**src/prog.mem**
```
// test program, one 9-bit word per line
// columns: opcode[8:5] then spare,rd,rs or imm[4:0]
100000000
011100100
100101001
100000001
011100100
100101101
000001011
010101111
110100010
@10
100010000
011100100
101001001
100000001
011100100
100000011
011101000
011001111
000101001
110011110
111000000
010101111
100000000
011101000
101100010
011101101
100000010
011100100
100101001
001001011
001101001
100010010
011100100
101001001
100010011
011100100
101001101
111100000

```
**src/common/cpu_pkg.sv**
```systemverilog
// cpu shared types
package cpu_pkg;

  localparam int DATA_W          = 8;   // datapath width
  localparam int REG_AW          = 2;   // four registers
  localparam int NUM_REGS        = 1 << REG_AW;
  localparam int MEM_DEPTH       = 256; // bytes of data memory
  localparam int IMM_W           = 5;   // immediate / offset / table index
  localparam int JUMP_TABLE_SIZE = 1 << IMM_W;
  localparam int JUMP_SHIFT      = 3;   // table entry i points at address i*8

  typedef logic [DATA_W-1:0] data_t;
  typedef logic [REG_AW-1:0] reg_addr_t;

  // low three bits of the alu group double as alu_op
  typedef enum logic [3:0] {
    OP_ADD  = 4'h0,
    OP_SUB  = 4'h1,
    OP_AND  = 4'h2,
    OP_OR   = 4'h3,
    OP_XOR  = 4'h4,
    OP_SHL  = 4'h5,  // through sc
    OP_SHR  = 4'h6,  // through sc
    OP_MOV  = 4'h7,  // rd = rs
    OP_LDI  = 4'h8,  // r0 = zext(imm)
    OP_LW   = 4'h9,  // rd = mem[rs]
    OP_SW   = 4'ha,  // mem[rs] = rd
    OP_BZ   = 4'hb,  // pc += sext(imm) if zero
    OP_BNZ  = 4'hc,  // pc += sext(imm) if !zero
    OP_JMP  = 4'hd,  // pc = table[imm]
    OP_CLC  = 4'he,
    OP_HALT = 4'hf
  } opcode_e;

  // register form, bit 8..0
  typedef struct packed {
    opcode_e   op;
    logic      spare;  // unused, keep 0
    reg_addr_t rd;
    reg_addr_t rs;
  } r_fmt_t;

  // immediate form
  typedef struct packed {
    opcode_e          op;
    logic [IMM_W-1:0] imm;
  } i_fmt_t;

  // one 9-bit machine word, two views
  typedef union packed {
    r_fmt_t r_fmt;
    i_fmt_t i_fmt;
  } instr_u;

  typedef struct packed {
    logic       reg_write;
    logic       mem_write;
    logic       mem_to_reg;  // write back from memory
    logic       imm_to_reg;  // write back immediate (ldi)
    logic [2:0] alu_op;
    logic       flag_en;     // zero/parity (and sc per op) update
    logic       sc_clr;
    logic       rel_jump;    // branch taken, already resolved
    logic       abs_jump;
  } ctrl_t;

  typedef struct packed {
    logic zero;
    logic parity;
    logic sc;  // shift/carry
  } flags_t;

endpackage

```
**src/hw/alu_unit.sv**
```systemverilog
// alu with registered flags
module alu_unit (
  input  logic            clk,
  input  logic            rst_n,
  input  cpu_pkg::ctrl_t  ctrl,
  input  cpu_pkg::data_t  in_a,   // reg[rd]
  input  cpu_pkg::data_t  in_b,   // reg[rs]
  output cpu_pkg::data_t  rslt,
  output cpu_pkg::flags_t flags
);
  import cpu_pkg::*;

  opcode_e op;
  logic    sc_nxt;  // next shift/carry

  // alu group sits in the lower half of the opcode map
  assign op = opcode_e'({1'b0, ctrl.alu_op});

  always_comb begin
    sc_nxt = flags.sc;  // logic ops leave sc alone
    rslt   = in_a;
    case (op)
      OP_ADD: {sc_nxt, rslt} = {1'b0, in_a} + {1'b0, in_b};          // carry out
      OP_SUB: {sc_nxt, rslt} = {1'b0, in_a} + {1'b0, ~in_b} + 9'd1;  // sc = no borrow
      OP_AND: rslt = in_a & in_b;
      OP_OR:  rslt = in_a | in_b;
      OP_XOR: rslt = in_a ^ in_b;
      OP_SHL: {sc_nxt, rslt} = {in_a, flags.sc};  // msb out, sc in at lsb
      OP_SHR: {rslt, sc_nxt} = {flags.sc, in_a};  // lsb out, sc in at msb
      OP_MOV: rslt = in_b;
      default: rslt = in_a;
    endcase
  end

  always_ff @(posedge clk or negedge rst_n) begin
    if (!rst_n) begin
      flags <= '0;
    end else begin
      if (ctrl.flag_en) begin
        flags.zero   <= (rslt == '0);
        flags.parity <= ^rslt;  // odd parity of result
        flags.sc     <= sc_nxt;
      end
      if (ctrl.sc_clr) begin
        flags.sc <= 1'b0;
      end
    end
  end

endmodule

```
**src/hw/control.sv**
```systemverilog
// run state and instruction decode
module control (
  input  logic            clk,
  input  logic            rst_n,
  input  logic            req,    // start pulse
  input  cpu_pkg::instr_u instr,
  input  cpu_pkg::flags_t flags,  // registered alu flags
  output cpu_pkg::ctrl_t  ctrl,
  output logic            pc_clr,
  output logic            pc_en,
  output logic            run,
  output logic            done
);
  import cpu_pkg::*;

  typedef enum logic [1:0] {
    S_IDLE,
    S_RUN,
    S_HALT
  } state_t;

  state_t  state;
  opcode_e op;
  logic    start;    // accepted req

  assign op    = instr.r_fmt.op;
  assign run   = (state == S_RUN);
  assign done  = (state == S_HALT);
  assign start = req && !run;  // req while running is dropped

  always_ff @(posedge clk or negedge rst_n) begin
    if (!rst_n) begin
      state <= S_IDLE;
    end else begin
      case (state)
        S_IDLE, S_HALT: if (start) state <= S_RUN;
        S_RUN:          if (op == OP_HALT) state <= S_HALT;
        default:        state <= S_IDLE;
      endcase
    end
  end

  assign pc_clr = start;
  assign pc_en  = run && (op != OP_HALT);  // pc freezes on halt

  // decode, everything zero outside run
  always_comb begin
    ctrl = '0;
    if (run) begin
      case (op)
        OP_ADD, OP_SUB, OP_AND, OP_OR,
        OP_XOR, OP_SHL, OP_SHR, OP_MOV: begin
          ctrl.reg_write = 1'b1;
          ctrl.alu_op    = op[2:0];
          ctrl.flag_en   = 1'b1;
        end
        OP_LDI: begin
          ctrl.reg_write  = 1'b1;
          ctrl.imm_to_reg = 1'b1;  // always into r0
        end
        OP_LW: begin
          ctrl.reg_write  = 1'b1;
          ctrl.mem_to_reg = 1'b1;
        end
        OP_SW:   ctrl.mem_write = 1'b1;
        OP_BZ:   ctrl.rel_jump  = flags.zero;
        OP_BNZ:  ctrl.rel_jump  = !flags.zero;
        OP_JMP:  ctrl.abs_jump  = 1'b1;
        OP_CLC:  ctrl.sc_clr    = 1'b1;
        default: ctrl = '0;  // halt does nothing here
      endcase
    end
  end

endmodule

```
**src/hw/cpu_top.sv**
```systemverilog
// single-cycle cpu top level
module cpu_top #(
  parameter int D = 8  // pc width
) (
  input  logic           clk,
  input  logic           rst_n,
  input  logic           req,
  output logic           done,
  input  logic           host_wr_en,
  input  cpu_pkg::data_t host_addr,
  input  cpu_pkg::data_t host_wdata,
  output cpu_pkg::data_t host_rdata
);
  import cpu_pkg::*;

  instr_u    instr;
  ctrl_t     ctrl;
  flags_t    flags;
  logic      pc_clr;
  logic      pc_en;
  logic      run;
  reg_addr_t wr_addr;
  data_t     dat_a;     // reg[rd]
  data_t     dat_b;     // reg[rs]
  data_t     alu_rslt;
  data_t     mem_rdata;
  data_t     wb_data;

  fetch_unit #(.D(D)) fetch_unit_i (
    .clk    (clk),
    .rst_n  (rst_n),
    .pc_clr (pc_clr),
    .pc_en  (pc_en),
    .ctrl   (ctrl),
    .imm    (instr.i_fmt.imm),
    .instr  (instr)
  );

  control control_i (
    .clk    (clk),
    .rst_n  (rst_n),
    .req    (req),
    .instr  (instr),
    .flags  (flags),
    .ctrl   (ctrl),
    .pc_clr (pc_clr),
    .pc_en  (pc_en),
    .run    (run),
    .done   (done)
  );

  // ldi always targets r0
  assign wr_addr = ctrl.imm_to_reg ? reg_addr_t'(0) : instr.r_fmt.rd;

  // write-back source select
  always_comb begin
    if (ctrl.imm_to_reg) begin
      wb_data = data_t'(instr.i_fmt.imm);  // zero-extended
    end else if (ctrl.mem_to_reg) begin
      wb_data = mem_rdata;
    end else begin
      wb_data = alu_rslt;
    end
  end

  reg_file reg_file_i (
    .clk       (clk),
    .wr_en     (ctrl.reg_write),
    .rd_addr_a (instr.r_fmt.rd),
    .rd_addr_b (instr.r_fmt.rs),
    .wr_addr   (wr_addr),
    .wr_data   (wb_data),
    .dat_a     (dat_a),
    .dat_b     (dat_b)
  );

  alu_unit alu_unit_i (
    .clk   (clk),
    .rst_n (rst_n),
    .ctrl  (ctrl),
    .in_a  (dat_a),
    .in_b  (dat_b),
    .rslt  (alu_rslt),
    .flags (flags)
  );

  // address from rs, store data from rd
  dat_mem dat_mem_i (
    .clk        (clk),
    .run        (run),
    .core_we    (ctrl.mem_write),
    .core_addr  (dat_b),
    .core_wdata (dat_a),
    .host_we    (host_wr_en),
    .host_addr  (host_addr),
    .host_wdata (host_wdata),
    .rdata      (mem_rdata)
  );

  assign host_rdata = mem_rdata;  // meaningful only while idle

endmodule

```
**src/hw/dat_mem.sv**
```systemverilog
// data memory with host port
module dat_mem (
  input  logic           clk,
  input  logic           run,         // selects core port
  input  logic           core_we,
  input  cpu_pkg::data_t core_addr,
  input  cpu_pkg::data_t core_wdata,
  input  logic           host_we,
  input  cpu_pkg::data_t host_addr,
  input  cpu_pkg::data_t host_wdata,
  output cpu_pkg::data_t rdata
);
  import cpu_pkg::*;

  data_t mem [MEM_DEPTH];
  data_t addr;
  data_t wdata;
  logic  we;

  // host is shut out while the core runs
  assign addr  = run ? core_addr  : host_addr;
  assign wdata = run ? core_wdata : host_wdata;
  assign we    = run ? core_we    : host_we;

  always_ff @(posedge clk) begin
    if (we) begin
      mem[addr] <= wdata;
    end
  end

  assign rdata = mem[addr];  // async read

endmodule

```
**src/hw/fetch_unit.sv**
```systemverilog
// program counter and instruction rom
module fetch_unit #(
  parameter int D = 8  // pc width
) (
  input  logic                      clk,
  input  logic                      rst_n,
  input  logic                      pc_clr,  // start of run
  input  logic                      pc_en,
  input  cpu_pkg::ctrl_t            ctrl,
  input  logic [cpu_pkg::IMM_W-1:0] imm,
  output cpu_pkg::instr_u           instr
);
  import cpu_pkg::*;

  logic [D-1:0] pc;
  logic [D-1:0] rel_off;                    // sign-extended branch offset
  logic [D-1:0] jump_tbl [JUMP_TABLE_SIZE]; // absolute targets
  logic [8:0]   rom      [2**D];            // machine code

  initial begin
    $readmemb("/design/src/prog.mem", rom);
  end

  // fixed target table, entry i lands on a block of eight
  always_comb begin
    for (int i = 0; i < JUMP_TABLE_SIZE; i++) begin
      jump_tbl[i] = D'(i) << JUMP_SHIFT;
    end
  end

  assign rel_off = {{(D-IMM_W){imm[IMM_W-1]}}, imm};

  always_ff @(posedge clk or negedge rst_n) begin
    if (!rst_n) begin
      pc <= '0;
    end else if (pc_clr) begin
      pc <= '0;                  // req restarts at 0
    end else if (pc_en) begin
      if (ctrl.rel_jump) begin
        pc <= pc + rel_off;      // offset relative to branch itself
      end else if (ctrl.abs_jump) begin
        pc <= jump_tbl[imm];
      end else begin
        pc <= pc + D'(1);
      end
    end
  end

  assign instr = rom[pc];  // async read

endmodule

```
**src/hw/reg_file.sv**
```systemverilog
// four-entry register file
module reg_file (
  input  logic               clk,
  input  logic               wr_en,
  input  cpu_pkg::reg_addr_t rd_addr_a,
  input  cpu_pkg::reg_addr_t rd_addr_b,
  input  cpu_pkg::reg_addr_t wr_addr,
  input  cpu_pkg::data_t     wr_data,
  output cpu_pkg::data_t     dat_a,
  output cpu_pkg::data_t     dat_b
);
  import cpu_pkg::*;

  data_t regs [NUM_REGS];  // contents undefined until written

  always_ff @(posedge clk) begin
    if (wr_en) begin
      regs[wr_addr] <= wr_data;
    end
  end

  // both reads async
  assign dat_a = regs[rd_addr_a];
  assign dat_b = regs[rd_addr_b];

endmodule

```
**config.mk**
```make
export PLATFORM = sky130hd
export DESIGN_NAME = cpu_top
export DESIGN_NICKNAME = d
export VERILOG_FILES = /design/src/common/cpu_pkg.sv /design/src/hw/alu_unit.sv /design/src/hw/control.sv /design/src/hw/cpu_top.sv /design/src/hw/dat_mem.sv /design/src/hw/fetch_unit.sv /design/src/hw/reg_file.sv
export SDC_FILE = /design/constraint.sdc
export NUM_CORES = 2
export LEC_CHECK = 0
export ABC_AREA = 1
export BUFFER_PORTS_ARGS = -buffer_cell sky130_fd_sc_hd__buf_2
export CORE_MARGIN = 2
export CORE_UTILIZATION = 25
export DETAILED_ROUTE_END_ITERATION = 10
export PLACE_DENSITY = 0.4
export SYNTH_ARGS = -nofsm -noshare
export SYNTH_HDL_FRONTEND = slang
export SYNTH_MEMORY_MAX_BITS = 65536
export SYNTH_SLANG_ARGS = --single-unit
export TNS_END_PERCENT = 1
```
**constraint.sdc**
```tcl
create_clock -name clk -period 4.1 [get_ports clk]
set_input_delay 0 -clock clk [delete_from_list [all_inputs] [get_ports clk]]
set_output_delay 0 -clock clk [all_outputs]
set_load 0.1 [all_outputs]
```
; Yosys cells after proc, flatten, opt, wreduce, memory -nomap -nowiden
; Memories as Yosys holds them, arrays and structs flattened.
; Index checks and enable logic that the tools add are counted.
[totals]
out_inout_bits = 9
elab_cells = 78
mem_bits_rw = 2080
reg_bits = 4
input_bits = 20
n_memories = 2
[mem_list]
columns = name, depth, word_bits, rd, rd_clocked_by_memory_dff, write_ports, line
row1 = dat_mem_i.mem, 256, 8, 1, 0, 1, dat_mem.sv:15  ; data_t mem [MEM_DEPTH];
row2 = reg_file_i.regs, 4, 8, 1, 0, 1, reg_file.sv:14  ; data_t regs [NUM_REGS];
[op_classes]
n_addsub = 3
muxes = 26
n_reduce_logical = 14
eq_ne = 26
bitwise = 4
[ops]
columns = op, count
row1 = $pmux 8 s8, 1
row2 = $eq 4x4->1 const AB, 8
row3 = $mux 8, 4
row4 = $add 8x8->9, 2
row5 = $eq 4x3->1 const AB, 4
row6 = $mux 1, 13
row7 = $eq 3x3->1 const B, 4
row8 = $mux 11, 1
row9 = $reduce_or 10->1, 1
row10 = $add 9x1->9 const B, 1
row11 = $and 8x8->8, 1
row12 = $eq 4x2->1 const AB, 2
row13 = $logic_not 8->1, 1
row14 = $not 8->8, 1
row15 = $or 8x8->8, 1
row16 = $reduce_or 8->1, 1
row17 = $xor 8x8->8, 1
row18 = $eq 3x2->1 const B, 2
row19 = $mux 2, 3
row20 = $reduce_bool 5->1, 1
row21 = $eq 4x1->1 const AB, 1
row22 = $logic_not 4->1, 1
row23 = $logic_not 4->1 const A, 1
row24 = $mux 4, 1
row25 = 14 further kinds, 16

; Depth between registers and ports, before layout
[depth]
ltp_word = 8
depth_mapped = 17
depth_no_buf = 13

; Hierarchy
; A second synthesis with hierarchy kept.
[hier_totals]
hier_cells = 8902
hier_area_um2 = 90235.3
[by_module_without_submodules]
columns = mod, instances, area_per_inst_um2, seq_area_each_um2, cells_each
row1 = dat_mem, 1, 86136.4, 61499.0, 8296
row2 = alu_unit, 1, 1864.3, 75.1, 306
row3 = reg_file, 1, 1677.9, 960.9, 195
row4 = control, 1, 260.2, 50.0, 43
row5 = cpu_top, 1, 225.2, 0.0, 52
row6 = fetch_unit, 1, 71.3, 0.0, 10

; Worst setup path after synthesis
; No wires, ideal clock.
[synth_path]
path_kind = reg2reg
startpoint = reg control_i.state[0]
endpoint = mem dat_mem_i.mem[101][0] (netlist name) (enable)
arrival_ps = 1903
path_slack_ps = 1827
period_less_slack_ps = 2273
setup_ps = 370
stages_incl_launch_ff = 6
path_buffers = 2
required_ps = 3730
path_cell_list = dfrtp_1 > a21boi_1 > clkbuf_1 > nand4_1 > clkbuf_1 > nor2_1
[synth_between]
elab_chain_cells = 5
word_cells_on_any_way = 6
[synth_lines]
columns = element, line
row1 = "start, declared", control.sv:22  ; state_t state;
row2 = "start signal, assigned", control.sv:33  ; state <= S_IDLE;
row3 = "start signal, assigned", control.sv:36  ; S_IDLE, S_HALT: if (start) state <= S_RUN;
row4 = "start signal, assigned", control.sv:37  ; S_RUN: if (op == OP_HALT) state <= S_HALT;
row5 = $eq 2x1->1 *, control.sv:27  ; assign run = (state == S_RUN);
row6 = $mux 11, control.sv:49  ; if (run) begin
row7 = $mux 1, dat_mem.sv:23  ; assign we = run ? core_we : host_we;
row8 = $mux 1, dat_mem.sv:26  ; if (we) begin
row9 = $mux 1 (implied by the code), dat_mem.sv:27  ; mem[addr] <= wdata;
row10 = "end, declared", dat_mem.sv:15
; Mark *: on every way between the ends. The rest lies on a longest branch, timed or not.

; Worst setup path after layout
[layout_path]
startpoint = in host_addr[1]
endpoint = out host_rdata[5]
[layout_between]
elab_chain_cells = 2
[layout_lines]
columns = element, line
row1 = "start, declared", cpu_top.sv:10  ; input cpu_pkg::data_t host_addr,
row2 = $mux 8, dat_mem.sv:21  ; assign addr = run ? core_addr : host_addr;
row3 = $mem_v2 256x8, --
row4 = "end, declared", cpu_top.sv:12  ; output cpu_pkg::data_t host_rdata
; Every way passes these cells.

==> results by group <==
STA
  • RSZ-0062 raised after global routing: no
  • Minimum clock period: about 3700 ps
  • Final setup viols: 0
  • Fmax: 271 MHz
  • Slew HR: 0.297
  • Max Clock Skew: 71.5 ps
  • Setup TNS: 0 ps
  • Max Transition Viols Final: 0
  • Final period utilization: 0.900
  • Final hold violations: 0
  • Worst slew pin tran: roughly 1100 ps
  • Worst hold margin: 192 ps

Finish
  • Nets: around 8000
  • Layout Area Growth over Synthesis: 17.4%
  • Fraction of layout cells with a size suffix above 1: 0.0856

Run status
  • Status: finished clean

Floorplan
  • Core area: approximately 340000 um2
  • Initial Util: 0.251
  • DIE AREA: 343000 um2
  • Die W: 586 um
  • Core Rows: 213
  • Io pins: 29
  • Die height: 586 um

Setup path
  • R2R Setup Slk: 1030 ps
  • Crit path kind: primary input to output port
  • Crit-path max cell delay: 510 ps
  • Critical Path End Type: output port
  • Crit-path cells: buf_8, inv_8, nor2_4, buf_12, buf_4, buf_12, nand2_1, nand3_1, nand2_1, nand2_1, o21ai_1, nand2_1, nor2_1, nor2_1, nor2_1, nand2_1, buf_2
  • CP Buf/Inv Count: 6
  • R2r endpoint: dat_mem_i.mem[56][6]$_DFFE_PP_
  • Largest delay share family, worst path: simple AND/OR/NAND/NOR gates
  • Crit-path most repeated cell: nand2_1
  • Reg-to-Reg Start: control_i.state[0]$_DFFE_PN0P_
  • Worst r2r path cells: 5
  • WP data required: 4100 ps
  • Crit-path max FO: 43
  • CP Launch Type: primary input
  • WP data arrival: 3690 ps
  • CP max stage cell: buf_2

Synth
  • Yosys reg bits: 2050
  • Post-synth ARST share: 0.000976
  • Synthesized net count: 7816
  • Share of the yosys chip area belonging to registers: 0.727
  • Post-synth EDFFs: around 2000
  • Dominant synthesized flop cell: edfxtp_1
  • Cell variety after synth: 20
  • Post-Syn Area: 84600 um2
  • YS warnings: 0
  • Cells after Synth: 7796
  • Syn avg cell area: 10.9 um2

Place
  • Input/output buffers: 28
  • Post-DP HPWL: 160 mm
  • GP Congestion: 0.797

Worst hold path
  • Hold path cells: 2
  • Hold Path Origin: host_wdata[7]
  • Worst Hold End: dat_mem_i.mem[100][7]$_DFFE_PP_
  • Hold Path Class: primary input to register

Power and ir drop
  • Reg power frac: 0.503
  • Net switching power: 0.0108 W
  • Power after layout: 0.0459 W
  • Pwr/cell area: 462 nW/um2
  • Pleak: 37.6 nW
  • Sw Share: 0.235
  • Worst vdd rail ir drop: 0.398 mV
  • Clock share of power: 0.436
  • Int Power: 0.0351 W
  • Comb pwr share: 0.061

CTS
  • Clock Tree Buf Depth: 4
  • Skew-Pair Late Insertion Delay: 910 ps
  • CTS Buf Count: 237
  • CTS Sinks: 2050
  • CTS tree: done
  • Clock-pin slew on the worst setup and hold paths: 50 ps
  • Post-CTS resize count: 0
  • H-tree levels: 4
  • Clock root cell: clkbuf_16
  • Postcts setup bufs: 0
  • CTS Hold Bufs: 19

Routing
  • Post-route ant nets: 0
  • Vias: 56500
  • DRC violations left: 0
  • Detailed Routing Iterations Pass 1: 5
  • Vias per cell: approximately 4.5
  • Drt wl/cell: 21.8 um
  • Final WL: roughly 280 mm
  • Iteration-0 DRC count of the detailed router: 4519

Global route
  • Vias in the first global route: 56500
  • Total grt overflow: 0
  • Largest net degree at the start of global routing: between 100 and 150
  • First-pass GRT wire length: 403 mm
  • Tot GR Track Use: 0.159
  • Initial antenna violation count: 21

Job
  • Maxcap violations: 0
cells by family after synthesis:
kind of cell | synth area share
muxes | 0.000133
DFF | 0.727
buffers and inverters | 0.0243
and+or+nand+nor | 0.241
AOI/OAI and AO/OA | 0.00766
cell usage after synthesis (all sizes together) (2+ instances only):
library cell / count / area, um2
nand4: 140 / 876
nor2: 345 / 1300
o21ai: 128 / 641
inv: 12 / 45.1
dfrtp: 2 / 50.1
buf: 243 / 1190
edfxtp: 2048 / 61500
nand3: 564 / 2820
clkinv: 2 / 7.51
nand2: 4093 / 15400
clkbuf: 216 / 811
how the worst max path moves through the flow:
stage                                   start                         endpoint  slack, ps  cells after the start
2_1_floorplan  control_i.state[0]$_DFFE_PN0P_  dat_mem_i.mem[101][0]$_DFFE_PP_       1830                      5
3_3_place_gp                     host_addr[1]                    host_rdata[3]        340                     17
3_5_place_dp                     host_addr[1]                    host_rdata[3]        400                     17
4_1_cts         dat_mem_i.mem[9][7]$_DFFE_PP_                    host_rdata[7]        220                     13
5_1_grt         dat_mem_i.mem[9][7]$_DFFE_PP_                    host_rdata[7]        290                     13
6_report                         host_addr[1]                    host_rdata[5]        410                     17
power groups by stage:
stage               logic (W)  registers (W)  clock network [W]
floorplan             0.00141         0.0235                  0
global placement      0.00284         0.0235                  0
detailed placement    0.00282         0.0235                  0
CTS                   0.00285         0.0230             0.0206
global route          0.00307         0.0230             0.0213
finish                0.00279         0.0231             0.0200
final cells by class:
| type | count | area (um2) |
|---|---|---|
| diodes | 10 | 25.0 |
| clock buffers | 290 | 6130 |
| clock inverters | 135 | 1040 |
| fillers | 34900 | 238000 |
| inverters | 14 | 72.6 |
| multi-input cells | 5273 | 21100 |
| flip-flops and latches | 2050 | 61500 |
| well taps | 4515 | 5650 |
| repair buffers | 390 | 3760 |
cell usage in the layout, fill, tap and decap left out, drive strengths merged:
master / count
nand2: 4093
a21boi: 1
edfxtp: 2048
clkbuf: 290
o21ai: 128
clkinvlp: 6
clkinv: 110
bufinv: 14
nor3: 1
diode: 10
mux2: 1
dfrtp: 2
inv: 19
buf: 371
nand4: 140
nor2: 345
nand3: 564
dlygate4sd3: 19
state kept, by name, summed over array words and instances, names as in the netlist:
signal,cells
dat_mem_i.mem,2048
control_i.state,2
metal layers:
layer / vias up / wire [um] / global-route usage
met5: - / 0 / 0
met1: 28200 / 129000 / 0.224
li1: 26600 / - / -
met2: 1362 / 128000 / 0.258
met4: 0 / 7020 / 0.0398
met3: 345 / 12700 / 0.0193
metrics by stage:
step / area, um2 / std cells / worst slack, ps / utilization
detailed placement: 91900 / 12200 / 400 / 0.273
floorplan: 84600 / 7796 / 1830 / -
global route: 99300 / 12700 / 286 / 0.295
global placement: 91900 / 12200 / 339 / 0.273
finish: 99300 / 12700 / 409 / 0.295
CTS: 99300 / 12700 / 223 / 0.295
(Power assumes the default switching activity.)
